--- config.mk ---
export PLATFORM = sky130hd
export DESIGN_NAME = mci_top
export DESIGN_NICKNAME = d
export VERILOG_FILES = /design/src/hw/mci_pkg.sv /design/src/hw/mci_wdt.sv /design/src/hw/mci_err_capture.sv /design/src/hw/mci_err_agg.sv /design/src/hw/mci_top.sv
export VERILOG_INCLUDE_DIRS = /design/src /design/src/hw
export SDC_FILE = /design/constraint.sdc
export NUM_CORES = 1
export LEC_CHECK = 0
export ABC_AREA = 1
export BUFFER_PORTS_ARGS = -buffer_cell sky130_fd_sc_hd__buf_4
export CAP_MARGIN = 5
export CORE_ASPECT_RATIO = 1.25
export CORE_MARGIN = 10
export CORE_UTILIZATION = 25
export DETAILED_ROUTE_END_ITERATION = 8
export MAX_ROUTING_LAYER = met4
export SYNTH_ARGS = -nofsm -noshare
export SYNTH_HDL_FRONTEND = slang
export SYNTH_SLANG_ARGS = --single-unit
export TNS_END_PERCENT = 20
--- constraint.sdc ---
create_clock -name core_clk_i -period 2.5 [get_ports core_clk_i]
set_input_delay 0 -clock core_clk_i [delete_from_list [all_inputs] [get_ports core_clk_i]]
set_output_delay 0 -clock core_clk_i [all_outputs]
set_load 0.01 [all_outputs]
--- src/hw/mci_params.svh ---
////////////////////
// Widths and source counts shared by the error and watchdog block
// The fatal and non-fatal counts must match the field count of the
// status structs in mci_pkg
////////////////////

`ifndef MCI_PARAMS_SVH
`define MCI_PARAMS_SVH

////////////////////
// Watchdog
////////////////////

// Width of each timer counter and of each period value
`define MCI_WDT_CNT_W 16

////////////////////
// Error sources
////////////////////

// Number of external aggregate error lines per severity
`define MCI_AGG_W 8

// Hardware error sources captured in the sticky status
`define MCI_HW_FATAL_W 3
`define MCI_HW_NON_FATAL_W 2

`endif

--- src/hw/mci_pkg.sv ---
////////////////////
// Types for the error and watchdog block
// Widths come from mci_params.svh
////////////////////

`include "mci_params.svh"

package mci_pkg;

  // Counter or period value of one watchdog timer
  typedef logic [`MCI_WDT_CNT_W-1:0] wdt_cnt_t;

  // External aggregate error lines, or their mask
  typedef logic [`MCI_AGG_W-1:0] agg_err_t;

  // Hardware fatal sources, used for sources, status, clear and mask
  typedef struct packed {
    logic nmi_pin;
    logic sram_ecc_unc;
    logic dmi_axi_collision;
  } hw_fatal_t;

  // Hardware non-fatal sources
  typedef struct packed {
    logic mbox0_ecc_unc;
    logic mbox1_ecc_unc;
  } hw_non_fatal_t;

  ////////////////////
  // Watchdog
  ////////////////////

  // Static configuration, t2_en selects independent mode
  typedef struct packed {
    logic     t1_en;
    logic     t2_en;
    wdt_cnt_t t1_period;
    wdt_cnt_t t2_period;
  } wdt_cfg_t;

  // One-cycle pulses from firmware
  typedef struct packed {
    logic t1_restart;
    logic t2_restart;
    logic t1_service;
    logic t2_service;
  } wdt_ctl_t;

  // Timeout flags, also reused as the watchdog mask
  typedef struct packed {
    logic t1_timeout;
    logic t2_timeout;
  } wdt_status_t;

  typedef enum logic [1:0] {
    T2_IDLE,
    T2_RUN,
    T2_EXPIRED
  } wdt_t2_state_e;

endpackage

--- src/hw/mci_wdt.sv ---
`timescale 1ns/1ps
////////////////////
// Two watchdog timers, cascade mode when t2_en is clear
// A timeout stays set until its service pulse, restarts are ignored meanwhile
// A timer flags a timeout period + 1 edges after it starts counting from zero
////////////////////

module mci_wdt
  import mci_pkg::*;
(
  input  logic        core_clk_i,
  input  logic        rst_n_i,
  input  wdt_cfg_t    wdt_cfg_i,
  input  wdt_ctl_t    wdt_ctl_i,
  output wdt_status_t wdt_status_o
);

  // Timer 1
  logic          t1_timeout_q;
  wdt_cnt_t      t1_cnt_q;
  logic          t1_run;
  logic          t1_hit;

  // Timer 2
  wdt_t2_state_e t2_state_q;
  wdt_t2_state_e t2_state_d;
  wdt_cnt_t      t2_cnt_q;
  wdt_cnt_t      t2_cnt_d;
  logic          t2_indep;
  logic          t2_hit;

  ////////////////////
  // Timer 1
  ////////////////////

  // Timer 1 only counts while enabled and not yet expired
  assign t1_run = wdt_cfg_i.t1_en & ~t1_timeout_q;
  assign t1_hit = t1_run & (t1_cnt_q == wdt_cfg_i.t1_period);

  always_ff @(posedge core_clk_i) begin
    if (!rst_n_i) begin
      t1_timeout_q <= 1'b0;
      t1_cnt_q     <= '0;
    end else if (wdt_ctl_i.t1_service) begin
      // Service clears the timeout and starts a fresh period
      t1_timeout_q <= 1'b0;
      t1_cnt_q     <= '0;
    end else if (wdt_ctl_i.t1_restart && !t1_timeout_q) begin
      t1_cnt_q <= '0;
    end else if (t1_hit) begin
      // Count holds at the period once expired
      t1_timeout_q <= 1'b1;
    end else if (t1_run) begin
      t1_cnt_q <= t1_cnt_q + wdt_cnt_t'(1);
    end
  end

  ////////////////////
  // Timer 2
  ////////////////////

  assign t2_indep = wdt_cfg_i.t2_en;
  assign t2_hit   = (t2_cnt_q == wdt_cfg_i.t2_period);

  always_comb begin
    t2_state_d = t2_state_q;
    t2_cnt_d   = t2_cnt_q;

    if (wdt_ctl_i.t2_service) begin
      // In cascade mode timer 2 waits for the next timer 1 expiry
      t2_state_d = t2_indep ? T2_RUN : T2_IDLE;
      t2_cnt_d   = '0;
    end else begin
      unique case (t2_state_q)
        T2_IDLE: begin
          // Start on our own enable, or on the timer 1 expiry in cascade mode
          if (t2_indep || t1_timeout_q) begin
            t2_state_d = T2_RUN;
            t2_cnt_d   = '0;
          end
        end

        T2_RUN: begin
          if (wdt_ctl_i.t2_restart) begin
            t2_cnt_d = '0;
          end else if (t2_hit) begin
            t2_state_d = T2_EXPIRED;
          end else begin
            t2_cnt_d = t2_cnt_q + wdt_cnt_t'(1);
          end
        end

        T2_EXPIRED: begin
          // Sticky until serviced, restarts have no effect here
          t2_state_d = T2_EXPIRED;
        end

        default: begin
          t2_state_d = T2_IDLE;
          t2_cnt_d   = '0;
        end
      endcase
    end
  end

  always_ff @(posedge core_clk_i) begin
    if (!rst_n_i) begin
      t2_state_q <= T2_IDLE;
      t2_cnt_q   <= '0;
    end else begin
      t2_state_q <= t2_state_d;
      t2_cnt_q   <= t2_cnt_d;
    end
  end

  ////////////////////
  // Status
  ////////////////////

  // Both flags come straight from registers
  assign wdt_status_o.t1_timeout = t1_timeout_q;
  assign wdt_status_o.t2_timeout = (t2_state_q == T2_EXPIRED);

endmodule

--- src/hw/mci_err_capture.sv ---
`timescale 1ns/1ps
////////////////////
// Sticky hardware error status with write-one-to-clear pulses
// A set and a clear in the same cycle leave the bit set
// No masking here, the status shows every event
////////////////////

`include "mci_params.svh"

module mci_err_capture
  import mci_pkg::*;
(
  input  logic          core_clk_i,
  input  logic          rst_n_i,

  input  hw_fatal_t     hw_fatal_src_i,
  input  hw_fatal_t     hw_fatal_clr_i,
  input  hw_non_fatal_t hw_non_fatal_src_i,
  input  hw_non_fatal_t hw_non_fatal_clr_i,

  output hw_fatal_t     hw_fatal_status_o,
  output hw_non_fatal_t hw_non_fatal_status_o
);

  logic [`MCI_HW_FATAL_W-1:0]     fatal_q;
  logic [`MCI_HW_FATAL_W-1:0]     fatal_d;
  logic [`MCI_HW_NON_FATAL_W-1:0] non_fatal_q;
  logic [`MCI_HW_NON_FATAL_W-1:0] non_fatal_d;

  ////////////////////
  // Next status
  ////////////////////

  // Clear first, then OR in new events so the set wins
  assign fatal_d = (fatal_q & ~hw_fatal_clr_i) | hw_fatal_src_i;

  assign non_fatal_d = (non_fatal_q & ~hw_non_fatal_clr_i) |
                       hw_non_fatal_src_i;

  ////////////////////
  // Status registers
  ////////////////////

  always_ff @(posedge core_clk_i) begin
    if (!rst_n_i) begin
      fatal_q     <= '0;
      non_fatal_q <= '0;
    end else begin
      fatal_q     <= fatal_d;
      non_fatal_q <= non_fatal_d;
    end
  end

  // Bit order follows the struct fields in mci_pkg
  assign hw_fatal_status_o     = hw_fatal_t'(fatal_q);
  assign hw_non_fatal_status_o = hw_non_fatal_t'(non_fatal_q);

endmodule

--- src/hw/mci_err_agg.sv ---
`timescale 1ns/1ps
////////////////////
// Masked OR of all error sources into two registered summary bits
// A mask bit of 1 suppresses its source
// Latency is one edge from any input level to the summary outputs
////////////////////

`include "mci_params.svh"

module mci_err_agg
  import mci_pkg::*;
(
  input  logic          core_clk_i,
  input  logic          rst_n_i,

  input  wdt_status_t   wdt_status_i,
  input  wdt_status_t   wdt_mask_i,
  input  hw_fatal_t     hw_fatal_status_i,
  input  hw_fatal_t     hw_fatal_mask_i,
  input  hw_non_fatal_t hw_non_fatal_status_i,
  input  hw_non_fatal_t hw_non_fatal_mask_i,
  input  agg_err_t      agg_fatal_i,
  input  agg_err_t      agg_fatal_mask_i,
  input  agg_err_t      agg_non_fatal_i,
  input  agg_err_t      agg_non_fatal_mask_i,

  output logic          all_error_fatal_o,
  output logic          all_error_non_fatal_o
);

  logic [`MCI_HW_FATAL_W-1:0]     hw_fatal_hit;
  logic [`MCI_HW_NON_FATAL_W-1:0] hw_non_fatal_hit;
  agg_err_t                       agg_fatal_hit;
  agg_err_t                       agg_non_fatal_hit;
  logic                           wdt_fatal_hit;
  logic                           wdt_non_fatal_hit;
  logic                           fatal_d;
  logic                           non_fatal_d;

  ////////////////////
  // Masking
  ////////////////////

  assign hw_fatal_hit     = hw_fatal_status_i & ~hw_fatal_mask_i;
  assign hw_non_fatal_hit = hw_non_fatal_status_i & ~hw_non_fatal_mask_i;

  assign agg_fatal_hit     = agg_fatal_i & ~agg_fatal_mask_i;
  assign agg_non_fatal_hit = agg_non_fatal_i & ~agg_non_fatal_mask_i;

  // Timer 2 expiry is fatal, timer 1 expiry only non-fatal
  assign wdt_fatal_hit     = wdt_status_i.t2_timeout & ~wdt_mask_i.t2_timeout;
  assign wdt_non_fatal_hit = wdt_status_i.t1_timeout & ~wdt_mask_i.t1_timeout;

  assign fatal_d     = (|hw_fatal_hit) | wdt_fatal_hit | (|agg_fatal_hit);
  assign non_fatal_d = (|hw_non_fatal_hit) | wdt_non_fatal_hit | (|agg_non_fatal_hit);

  ////////////////////
  // Summary registers
  ////////////////////

  always_ff @(posedge core_clk_i) begin
    if (!rst_n_i) begin
      all_error_fatal_o     <= 1'b0;
      all_error_non_fatal_o <= 1'b0;
    end else begin
      all_error_fatal_o     <= fatal_d;
      all_error_non_fatal_o <= non_fatal_d;
    end
  end

endmodule

--- src/hw/mci_top.sv ---
`timescale 1ns/1ps
////////////////////
// Error and watchdog block, one clock and one synchronous reset
// Configuration arrives as levels, firmware actions as one-cycle pulses
////////////////////

module mci_top
  import mci_pkg::*;
(
  input  logic          core_clk_i,
  input  logic          rst_n_i,

  // Watchdog
  input  wdt_cfg_t      wdt_cfg_i,
  input  wdt_ctl_t      wdt_ctl_i,
  input  wdt_status_t   wdt_mask_i,

  // Hardware error sources
  input  hw_fatal_t     hw_fatal_src_i,
  input  hw_fatal_t     hw_fatal_clr_i,
  input  hw_fatal_t     hw_fatal_mask_i,
  input  hw_non_fatal_t hw_non_fatal_src_i,
  input  hw_non_fatal_t hw_non_fatal_clr_i,
  input  hw_non_fatal_t hw_non_fatal_mask_i,

  // External aggregate lines
  input  agg_err_t      agg_fatal_i,
  input  agg_err_t      agg_fatal_mask_i,
  input  agg_err_t      agg_non_fatal_i,
  input  agg_err_t      agg_non_fatal_mask_i,

  output wdt_status_t   wdt_status_o,
  output hw_fatal_t     hw_fatal_status_o,
  output hw_non_fatal_t hw_non_fatal_status_o,
  output logic          all_error_fatal_o,
  output logic          all_error_non_fatal_o
);

  wdt_status_t   wdt_status;
  hw_fatal_t     hw_fatal_status;
  hw_non_fatal_t hw_non_fatal_status;

  mci_wdt u_mci_wdt (
    .core_clk_i   (core_clk_i),
    .rst_n_i      (rst_n_i),
    .wdt_cfg_i    (wdt_cfg_i),
    .wdt_ctl_i    (wdt_ctl_i),
    .wdt_status_o (wdt_status)
  );

  mci_err_capture u_mci_err_capture (
    .core_clk_i            (core_clk_i),
    .rst_n_i               (rst_n_i),
    .hw_fatal_src_i        (hw_fatal_src_i),
    .hw_fatal_clr_i        (hw_fatal_clr_i),
    .hw_non_fatal_src_i    (hw_non_fatal_src_i),
    .hw_non_fatal_clr_i    (hw_non_fatal_clr_i),
    .hw_fatal_status_o     (hw_fatal_status),
    .hw_non_fatal_status_o (hw_non_fatal_status)
  );

  mci_err_agg u_mci_err_agg (
    .core_clk_i            (core_clk_i),
    .rst_n_i               (rst_n_i),
    .wdt_status_i          (wdt_status),
    .wdt_mask_i            (wdt_mask_i),
    .hw_fatal_status_i     (hw_fatal_status),
    .hw_fatal_mask_i       (hw_fatal_mask_i),
    .hw_non_fatal_status_i (hw_non_fatal_status),
    .hw_non_fatal_mask_i   (hw_non_fatal_mask_i),
    .agg_fatal_i           (agg_fatal_i),
    .agg_fatal_mask_i      (agg_fatal_mask_i),
    .agg_non_fatal_i       (agg_non_fatal_i),
    .agg_non_fatal_mask_i  (agg_non_fatal_mask_i),
    .all_error_fatal_o     (all_error_fatal_o),
    .all_error_non_fatal_o (all_error_non_fatal_o)
  );

  assign wdt_status_o          = wdt_status;
  assign hw_fatal_status_o     = hw_fatal_status;
  assign hw_non_fatal_status_o = hw_non_fatal_status;

endmodule

==> metrics, run 1 <==
final instance area between 4000 and 5000 µm²; # fillers between 1000 and 1500; Worst R2R Path Depth 8; Remaining Overflow, GRT 0; Crit Reg-Reg Endpoint u_mci_wdt.t2_cnt_q[3]; Critical Path RT 2700 ps; CP max stage delay about 320 ps; complex-gate fraction of the synthesized area between 10% and 20%; drt drc 0; skew final 11.1 ps; Place WS 679 ps; VDD IR max 0.322 mV; non-filler cells, final a little under 800; top cells by count, synth 118 x nand2_1, 83 x inv_1, 55 x nor2_1, 51 x nand3_1, 42 x dfxtp_1; Final setup violation count 0; Avg Vias per Cell between 4 and 5; total power approximately 1.7 mW; share of cells above drive strength 1 between 20% and 30%; clock share of power a little under two fifths; first-pass GRT wire length 15900 µm; top-area cell type share of the netlist area approximately a quarter; FF+latch count, synth 42; Clk pin slew, worst setup/hold paths around 70 ps; Worst setup EP type register; core box area roughly 13000 µm²; die area ~18000 µm²; Arr. time, crit path between 2000 and 2500 ps; final WL just under 10000 µm; cell count after placement around 770; Pint between 1 and 1.5 mW; CTS tree built; final worst setup slack just under 700 ps; H-tree depth 2; Static Leak approximately 1.9 nW; Slew HR a little under three fifths; area post-placement just over 4000 µm²; Gates resized, CTS repair 0; post-layout min period approximately 1800 ps; Storage cell area ~840 µm²; Inserted Clock Buffers 5; Die Ht ~150 µm; I/O pins a little under 100; Syn-to-layout area delta 34.0%; Util after Layout about 34%; Hold Path Cell Cnt 4; Worst Hold Launch wdt_ctl_i[3]; Starting DRT DRC Count roughly 160; multiplexer area fraction after synthesis 0%; Post-synth EDFFs 0; Ys Warns 0; Core Rows 46; Reg power frac between 30% and 40%; most frequent cell after synthesis nand2_1; antenna violations before repair 0; met3 WL post-DR between 200 and 250 µm; total track usage a little over a tenth; DP Wirelength 7990 µm; Post-DRT Antenna Nets 0; layout net count around 710; Final Cycle Share between 70% and 80%; number of global-route vias before repair around 3400; R2R setup slack around 670 ps; post-synth cell types 33; Max Buffers Root-to-Sink 2; Netlist Area Pre-Place between 3000 and 4000 µm²; Diodes inserted 0; wl on met1 slightly below 4000 µm; Die W roughly 120 µm; Hold Slack -1.62 ps; simple-gate portion of the synthesized area about two fifths; largest family of logic cells by synthesized area simple AND/OR/NAND/NOR gates; Comb power frac between 20% and 30%; Worst path slowest cell dfxtp_1; global placement routability congestion just over 0.8; Fin. Hold Viols 1; Met2 Routed Length around 5400 µm; WS Path Type reg2reg; sw power a little under 0.5 mW; Sw Ratio approximately 28%; Synth area leader dfxtp_1; WL/cell between 10 and 15 µm; RSZ-0062 raised after global routing no; Synth Instances 508; highest routed layer met4; Initial Util 25.6%; worst hold endpoint u_mci_wdt.t1_timeout_q; status finished with violations; largest net degree at the start of global routing 20; crit-path cells inv_1 -> ha_1 -> clkinv_1 -> nor2_8 -> nand3_4 -> nand2_4 -> nand2_1 -> a21oi_2; top cells by area, synth dfxtp_1 26%, nand2_1 14%, inv_1 9.5%, nand3_1 7.8%, nor2_1 6.3%; Power Density 399 nW/µm²; Max Transition Viols Final 0; Slew @ Worst Pin 655 ps; crit-path max FO 14; top_reg_cell synth dfxtp_1; multi-input logic area around 2000 µm²; Num Clock Sinks 42; Seq/Total Area, Yosys between 20 and 30%; hold crit path type in2reg; final setup TNS 0 ps; fraction of registers with async set/reset 0%; Avg Inst Size Synth 6.43 µm²; insertion delay to the later sink of the worst-skew pair between 200 and 300 ps; syn_nets 602; Critical R2R Launch u_mci_wdt.t2_state_q[1]; xor and xnor area share after synthesis 8.04%; Via Count ~3400; Port Buffers 97; Max Freq between 0.5 and 0.6 GHz; Root Driver clkbuf_16; drt first pass iters 5; Max Cap Viol 0; crit path launch type register; failing checks hold timing; adder-cell area share of the yosys netlist ~1.9%
[registers in the layout (all words and copies together) (netlist names)]
| signal | cells |
|---|---|
| u_mci_wdt.t1_cnt_q | 16 |
| u_mci_wdt.t2_cnt_q | 16 |
| u_mci_err_capture.hw_fatal_status_o | 3 |
| u_mci_err_capture.hw_non_fatal_status_o | 2 |
| u_mci_wdt.t2_state_q | 2 |
| u_mci_err_agg.all_error_fatal_o | 1 |
| u_mci_err_agg.all_error_non_fatal_o | 1 |
| u_mci_wdt.t1_timeout_q | 1 |
[area by class of cell]
class / count / share of cell area (%)
Sequential cell: 42 / 19.2
Tap cell: 168 / 4.80
Timing Repair Buffer: 110 / 19.5
Inverter: 89 / 7.63
Multi-Input combinational cell: 367 / 45.6
Clock buffer: 6 / 2.94
Clock inverter: 2 / 0.314
[cell usage in the layout (no fill, tap or decap), types with 2 or more instances in the layout]
cell type	n
nand2_4	3
a21oi_1	16
o21ai_0	4
xor2_1	16
inv_2	5
xnor2_1	14
nand2_2	16
dfxtp_1	42
nor4_1	3
dlygate4sd3_1	11
nor3_1	7
nand4_1	16
a21oi_2	21
nor2_1	55
buf_4	99
a221oi_1	5
nand3_1	51
ha_1	5
nor2_4	2
clkbuf_16	5
nand2_1	118
inv_1	83
o22ai_1	6
nor2_2	3
[worst max-delay path by stage]
stage | startpoint | end | depth (start not counted) | slack (ps)
final | u_mci_wdt.t2_state_q[1] | u_mci_wdt.t2_cnt_q[3] | 8 | 670
after global routing | u_mci_wdt.t2_state_q[1] | u_mci_wdt.t2_cnt_q[15] | 8 | 460
after CTS | u_mci_wdt.t2_state_q[1] | u_mci_wdt.t2_cnt_q[15] | 8 | 650
after detailed placement | u_mci_wdt.t2_state_q[1] | u_mci_wdt.t2_cnt_q[15] | 8 | 680
after global placement | u_mci_wdt.t2_state_q[1] | u_mci_wdt.t2_cnt_q[15] | 8 | 730
after floorplan | u_mci_wdt.t2_state_q[0] | u_mci_wdt.t2_cnt_q[4] | 6 | 910
[critical path: cells and delay by family, from the launching register on]
family                     cells  cell delay [ps]
DFF                            1              320
adders and majority gates      1              170
buffers and inverters          2              370
and+or+nand+nor                4              780
AOI/OAI and AO/OA              1              110
[cell families after synthesis]
group,Yosys count
AO/OA/AOI/OAI,53
XOR/XNOR,30
adder cells (fa/ha/maj),5
buffers and inverters,99
flip-flops,42
AND/OR/NAND/NOR,279
[repair_timing]
action | CTS | global route
buffers inserted | 0 | 0
endpoints found under the hold margin | 9 | 0
hold buffers | 11 | 0
[routing by layer]
metal | up-vias | GRT usage (%)
li1 | 1827 | -
met1 | 1551 | 11.9
met2 | 53 | 19.7
met3 | 6 | 1.60
met4 | 0 | 2.07
met5 | - | -
[power groups by stage]
stage / clock network [mW] / logic [mW] / registers [mW]
detailed placement: 0 / 0.388 / 0.709
global placement: 0 / 0.386 / 0.708
finish: 0.652 / 0.401 / 0.694
CTS: 0.669 / 0.406 / 0.694
floorplan: 0 / 0.224 / 0.711
global route: 0.694 / 0.445 / 0.695
Power figures use the tool's default switching activity.
==> run 2, diff against run 1 <==
- clock period: 2.5 -> 1.9 ns (I/O delays scaled with it)
==> run 2 against run 1 <==
Net effect:
- the run now ends clean
- critical path depth fell by 2
- worst setup slack got worse by 520 ps
- sequential power up 32%
- hold slack improved by 18 ps
- critical path type unchanged
- critical endpoint is now u_mci_wdt.t1_timeout_q
- largest cell class unchanged
==> metrics, run 2 (synthesized netlist as in run 1, its figures left out) <==
share of cells above drive strength 1 27.9% (was 26.1%); number of global-route vias before repair 3473 (was 3378); Critical Path RT 2120 ps (was 2700 ps); Final setup violation count 0 (unchanged); Pint 1.80 mW (was 1.25 mW); commonest cells after routing, fill and taps aside 118 x nand2_1, 105 x buf_4, 83 x inv_1, 54 x nor2_1, 51 x nand3_1 (was 118 x nand2_1, 99 x buf_4, 83 x inv_1, 55 x nor2_1, 51 x nand3_1); drt drc 0 (unchanged); Arr. time, crit path 1970 ps (was 2030 ps); WL/cell 12.7 µm (was 12.3 µm); Diodes inserted 0 (unchanged); total track usage 11.3% (was 10.7%); Sw Ratio 27.0% (was 28.4%); most common cell after layout, fill and taps aside nand2_1 (unchanged); Worst Hold Launch hw_non_fatal_clr_i[1] (was wdt_ctl_i[3]); Num Clock Sinks 42 (unchanged); VDD IR max 0.270 mV (was 0.322 mV); skew final 8.03 ps (was 11.1 ps); area post-placement 4190 µm² (was 4130 µm²); Clk pin slew, worst setup/hold paths 70 ps (about the same); Final Cycle Share 92.0% (was 73.1%); crit-path cells xnor2_1 -> nand4_1 -> nor2_4 -> nand3_1 -> a21oi_1 -> dlygate4sd3_1 (was inv_1 -> ha_1 -> clkinv_1 -> nor2_8 -> nand3_4 -> nand2_4 -> nand2_1 -> a21oi_2); Port Buffers 97 (unchanged); crit-path max FO 4 (was 14); Static Leak 1.98 nW (was 1.92 nW); Max Transition Viols Final 0 (unchanged); post-layout min period 1750 ps (was 1830 ps); Max Cap Viol 0 (unchanged); H-tree depth 2 (unchanged); Initial Util 25.6% (unchanged); Via Count 3447 (was 3437); layout net count 717 (was 709); largest net degree at the start of global routing 20 (unchanged); Slew @ Worst Pin 671 ps (was 655 ps); Syn-to-layout area delta 37.6% (was 34.0%); Root Driver clkbuf_16 (unchanged); WS Path Type reg2reg (unchanged); I/O pins 98 (unchanged); Remaining Overflow, GRT 0 (unchanged); DP Wirelength 8210 µm (was 7990 µm); Inserted Clock Buffers 5 (unchanged); Slew HR 55.2% (was 56.3%); status finished, final reports clean (was finished with violations); global placement routability congestion 0.879 (was 0.816); drt first pass iters 4 (was 5); Fin. Hold Viols 0 (was 1); Critical R2R Launch u_mci_wdt.t1_cnt_q[13] (was u_mci_wdt.t2_state_q[1]); Worst setup EP type register (unchanged); Avg Vias per Cell 4.35 (was 4.38); final instance area 4500 µm² (was 4380 µm²); crit path launch u_mci_wdt.t1_cnt_q[13] (was u_mci_wdt.t2_state_q[1]); Max Buffers Root-to-Sink 2 (unchanged); Worst path slowest cell dlygate4sd3_1 (was dfxtp_1); Reg power frac 37.1% (was 39.7%); Core Rows 46 (unchanged); final WL 10100 µm (was 9650 µm); Max Freq 0.572 GHz (was 0.547 GHz); crit path launch type register (unchanged); sw power 0.665 mW (was 0.496 mW); die area 18100 µm² (unchanged); clock share of power 40.1% (was 37.3%); Hold Slack 16.1 ps (was -1.62 ps); first-pass GRT wire length 16200 µm (was 15900 µm); antenna violations before repair 0 (unchanged); insertion delay to the later sink of the worst-skew pair 290 ps (was 280 ps); Die W 122 µm (unchanged); Power Density 548 nW/µm² (was 399 nW/µm²); Post-DRT Antenna Nets 0 (unchanged); RSZ-0062 raised after global routing yes (was no); total power 2.46 mW (was 1.75 mW); Starting DRT DRC Count 125 (was 155); CP max stage delay 550 ps (was 320 ps); CTS tree built (unchanged); hold crit path type in2reg (unchanged); Comb power frac 22.8% (was 22.9%); core box area 12800 µm² (unchanged); Die Ht 148 µm (unchanged)
-- run 2: cell count changes in the layout (fill, tap and decap cells not counted) --
cell and delta:
clkinv_2 -1, nor2_1 -1, dlygate4sd3_1 +1, nor3b_2 +1
nor3b_1 -1, clkinvlp_4 +1, buf_12 +1, nor2_4 +1
clkinv_4 -1, dfxtp_2 +4, bufinv_16 +1, buf_4 +6
dfxtp_1 -4
-- run 2: area by class of cell --
cell class,instances,area [µm²]
inverters,89,334
repair buffers,118,928
fillers,1407,8280
flip-flops and latches,42,846
clock buffers,6,129
multi-input cells,367,2010
clock inverters,2,37.5
well taps,168,210
-- run 2: worst max-delay path: cells and delay by family (launching register included) --
kind            cells  cell delay (ps)
buf+inv             1              550
simple gates        3              500
flops               1              380
compound gates      1              130
xor+xnor            1              120
-- run 2: repair_timing --
| action | CTS | global route |
|---|---|---|
| resized for setup | 0 | 7 |
| endpoints found under the hold margin | 10 | 0 |
| setup buffers | 0 | 0 |
| hold buffers | 12 | 0 |
| endpoints found under the setup margin | 0 | 5 |
-- run 2: per-layer routing --
layer / vias to the layer above / global-route usage, % / share of wire (%)
met3: 15 / 2.17 / 3.1
met4: 0 / 3.84 / 2.1
li1: 1839 / - / -
met5: - / - / 0
met2: 62 / 20.5 / 54
met1: 1531 / 11.7 / 40
-- run 2: through the flow --
stage	setup TNS, ps	std cells	util, %	worst slack (ps)
final	0	792	35.2	152
after global routing	-8.07	792	35.2	-7.60
after CTS	0	792	35.0	67.1
after detailed placement	0	772	32.8	142
after global placement	0	772	32.8	140
after floorplan	0	508	-	309
-- run 2: worst paths after layout --
check                           cells past startpoint  slack, ps                                         end
worst min-delay path                                4         20  u_mci_err_capture.hw_non_fatal_status_o[1]
worst max register to register                      6        150                      u_mci_wdt.t1_timeout_q
worst min register to register                      2        490                      u_mci_wdt.t1_cnt_q[12]
worst max-delay path                                6        150                      u_mci_wdt.t1_timeout_q
-- run 2: power groups by stage --
stage / Combinational (mW) / Sequential, mW / Clock [mW]
6_report: 0.561 / 0.913 / 0.987
5_1_grt: 0.622 / 0.915 / 1.06
4_1_cts: 0.566 / 0.913 / 1.03
3_5_place_dp: 0.546 / 0.934 / 0
3_3_place_gp: 0.544 / 0.933 / 0
2_1_floorplan: 0.294 / 0.936 / 0
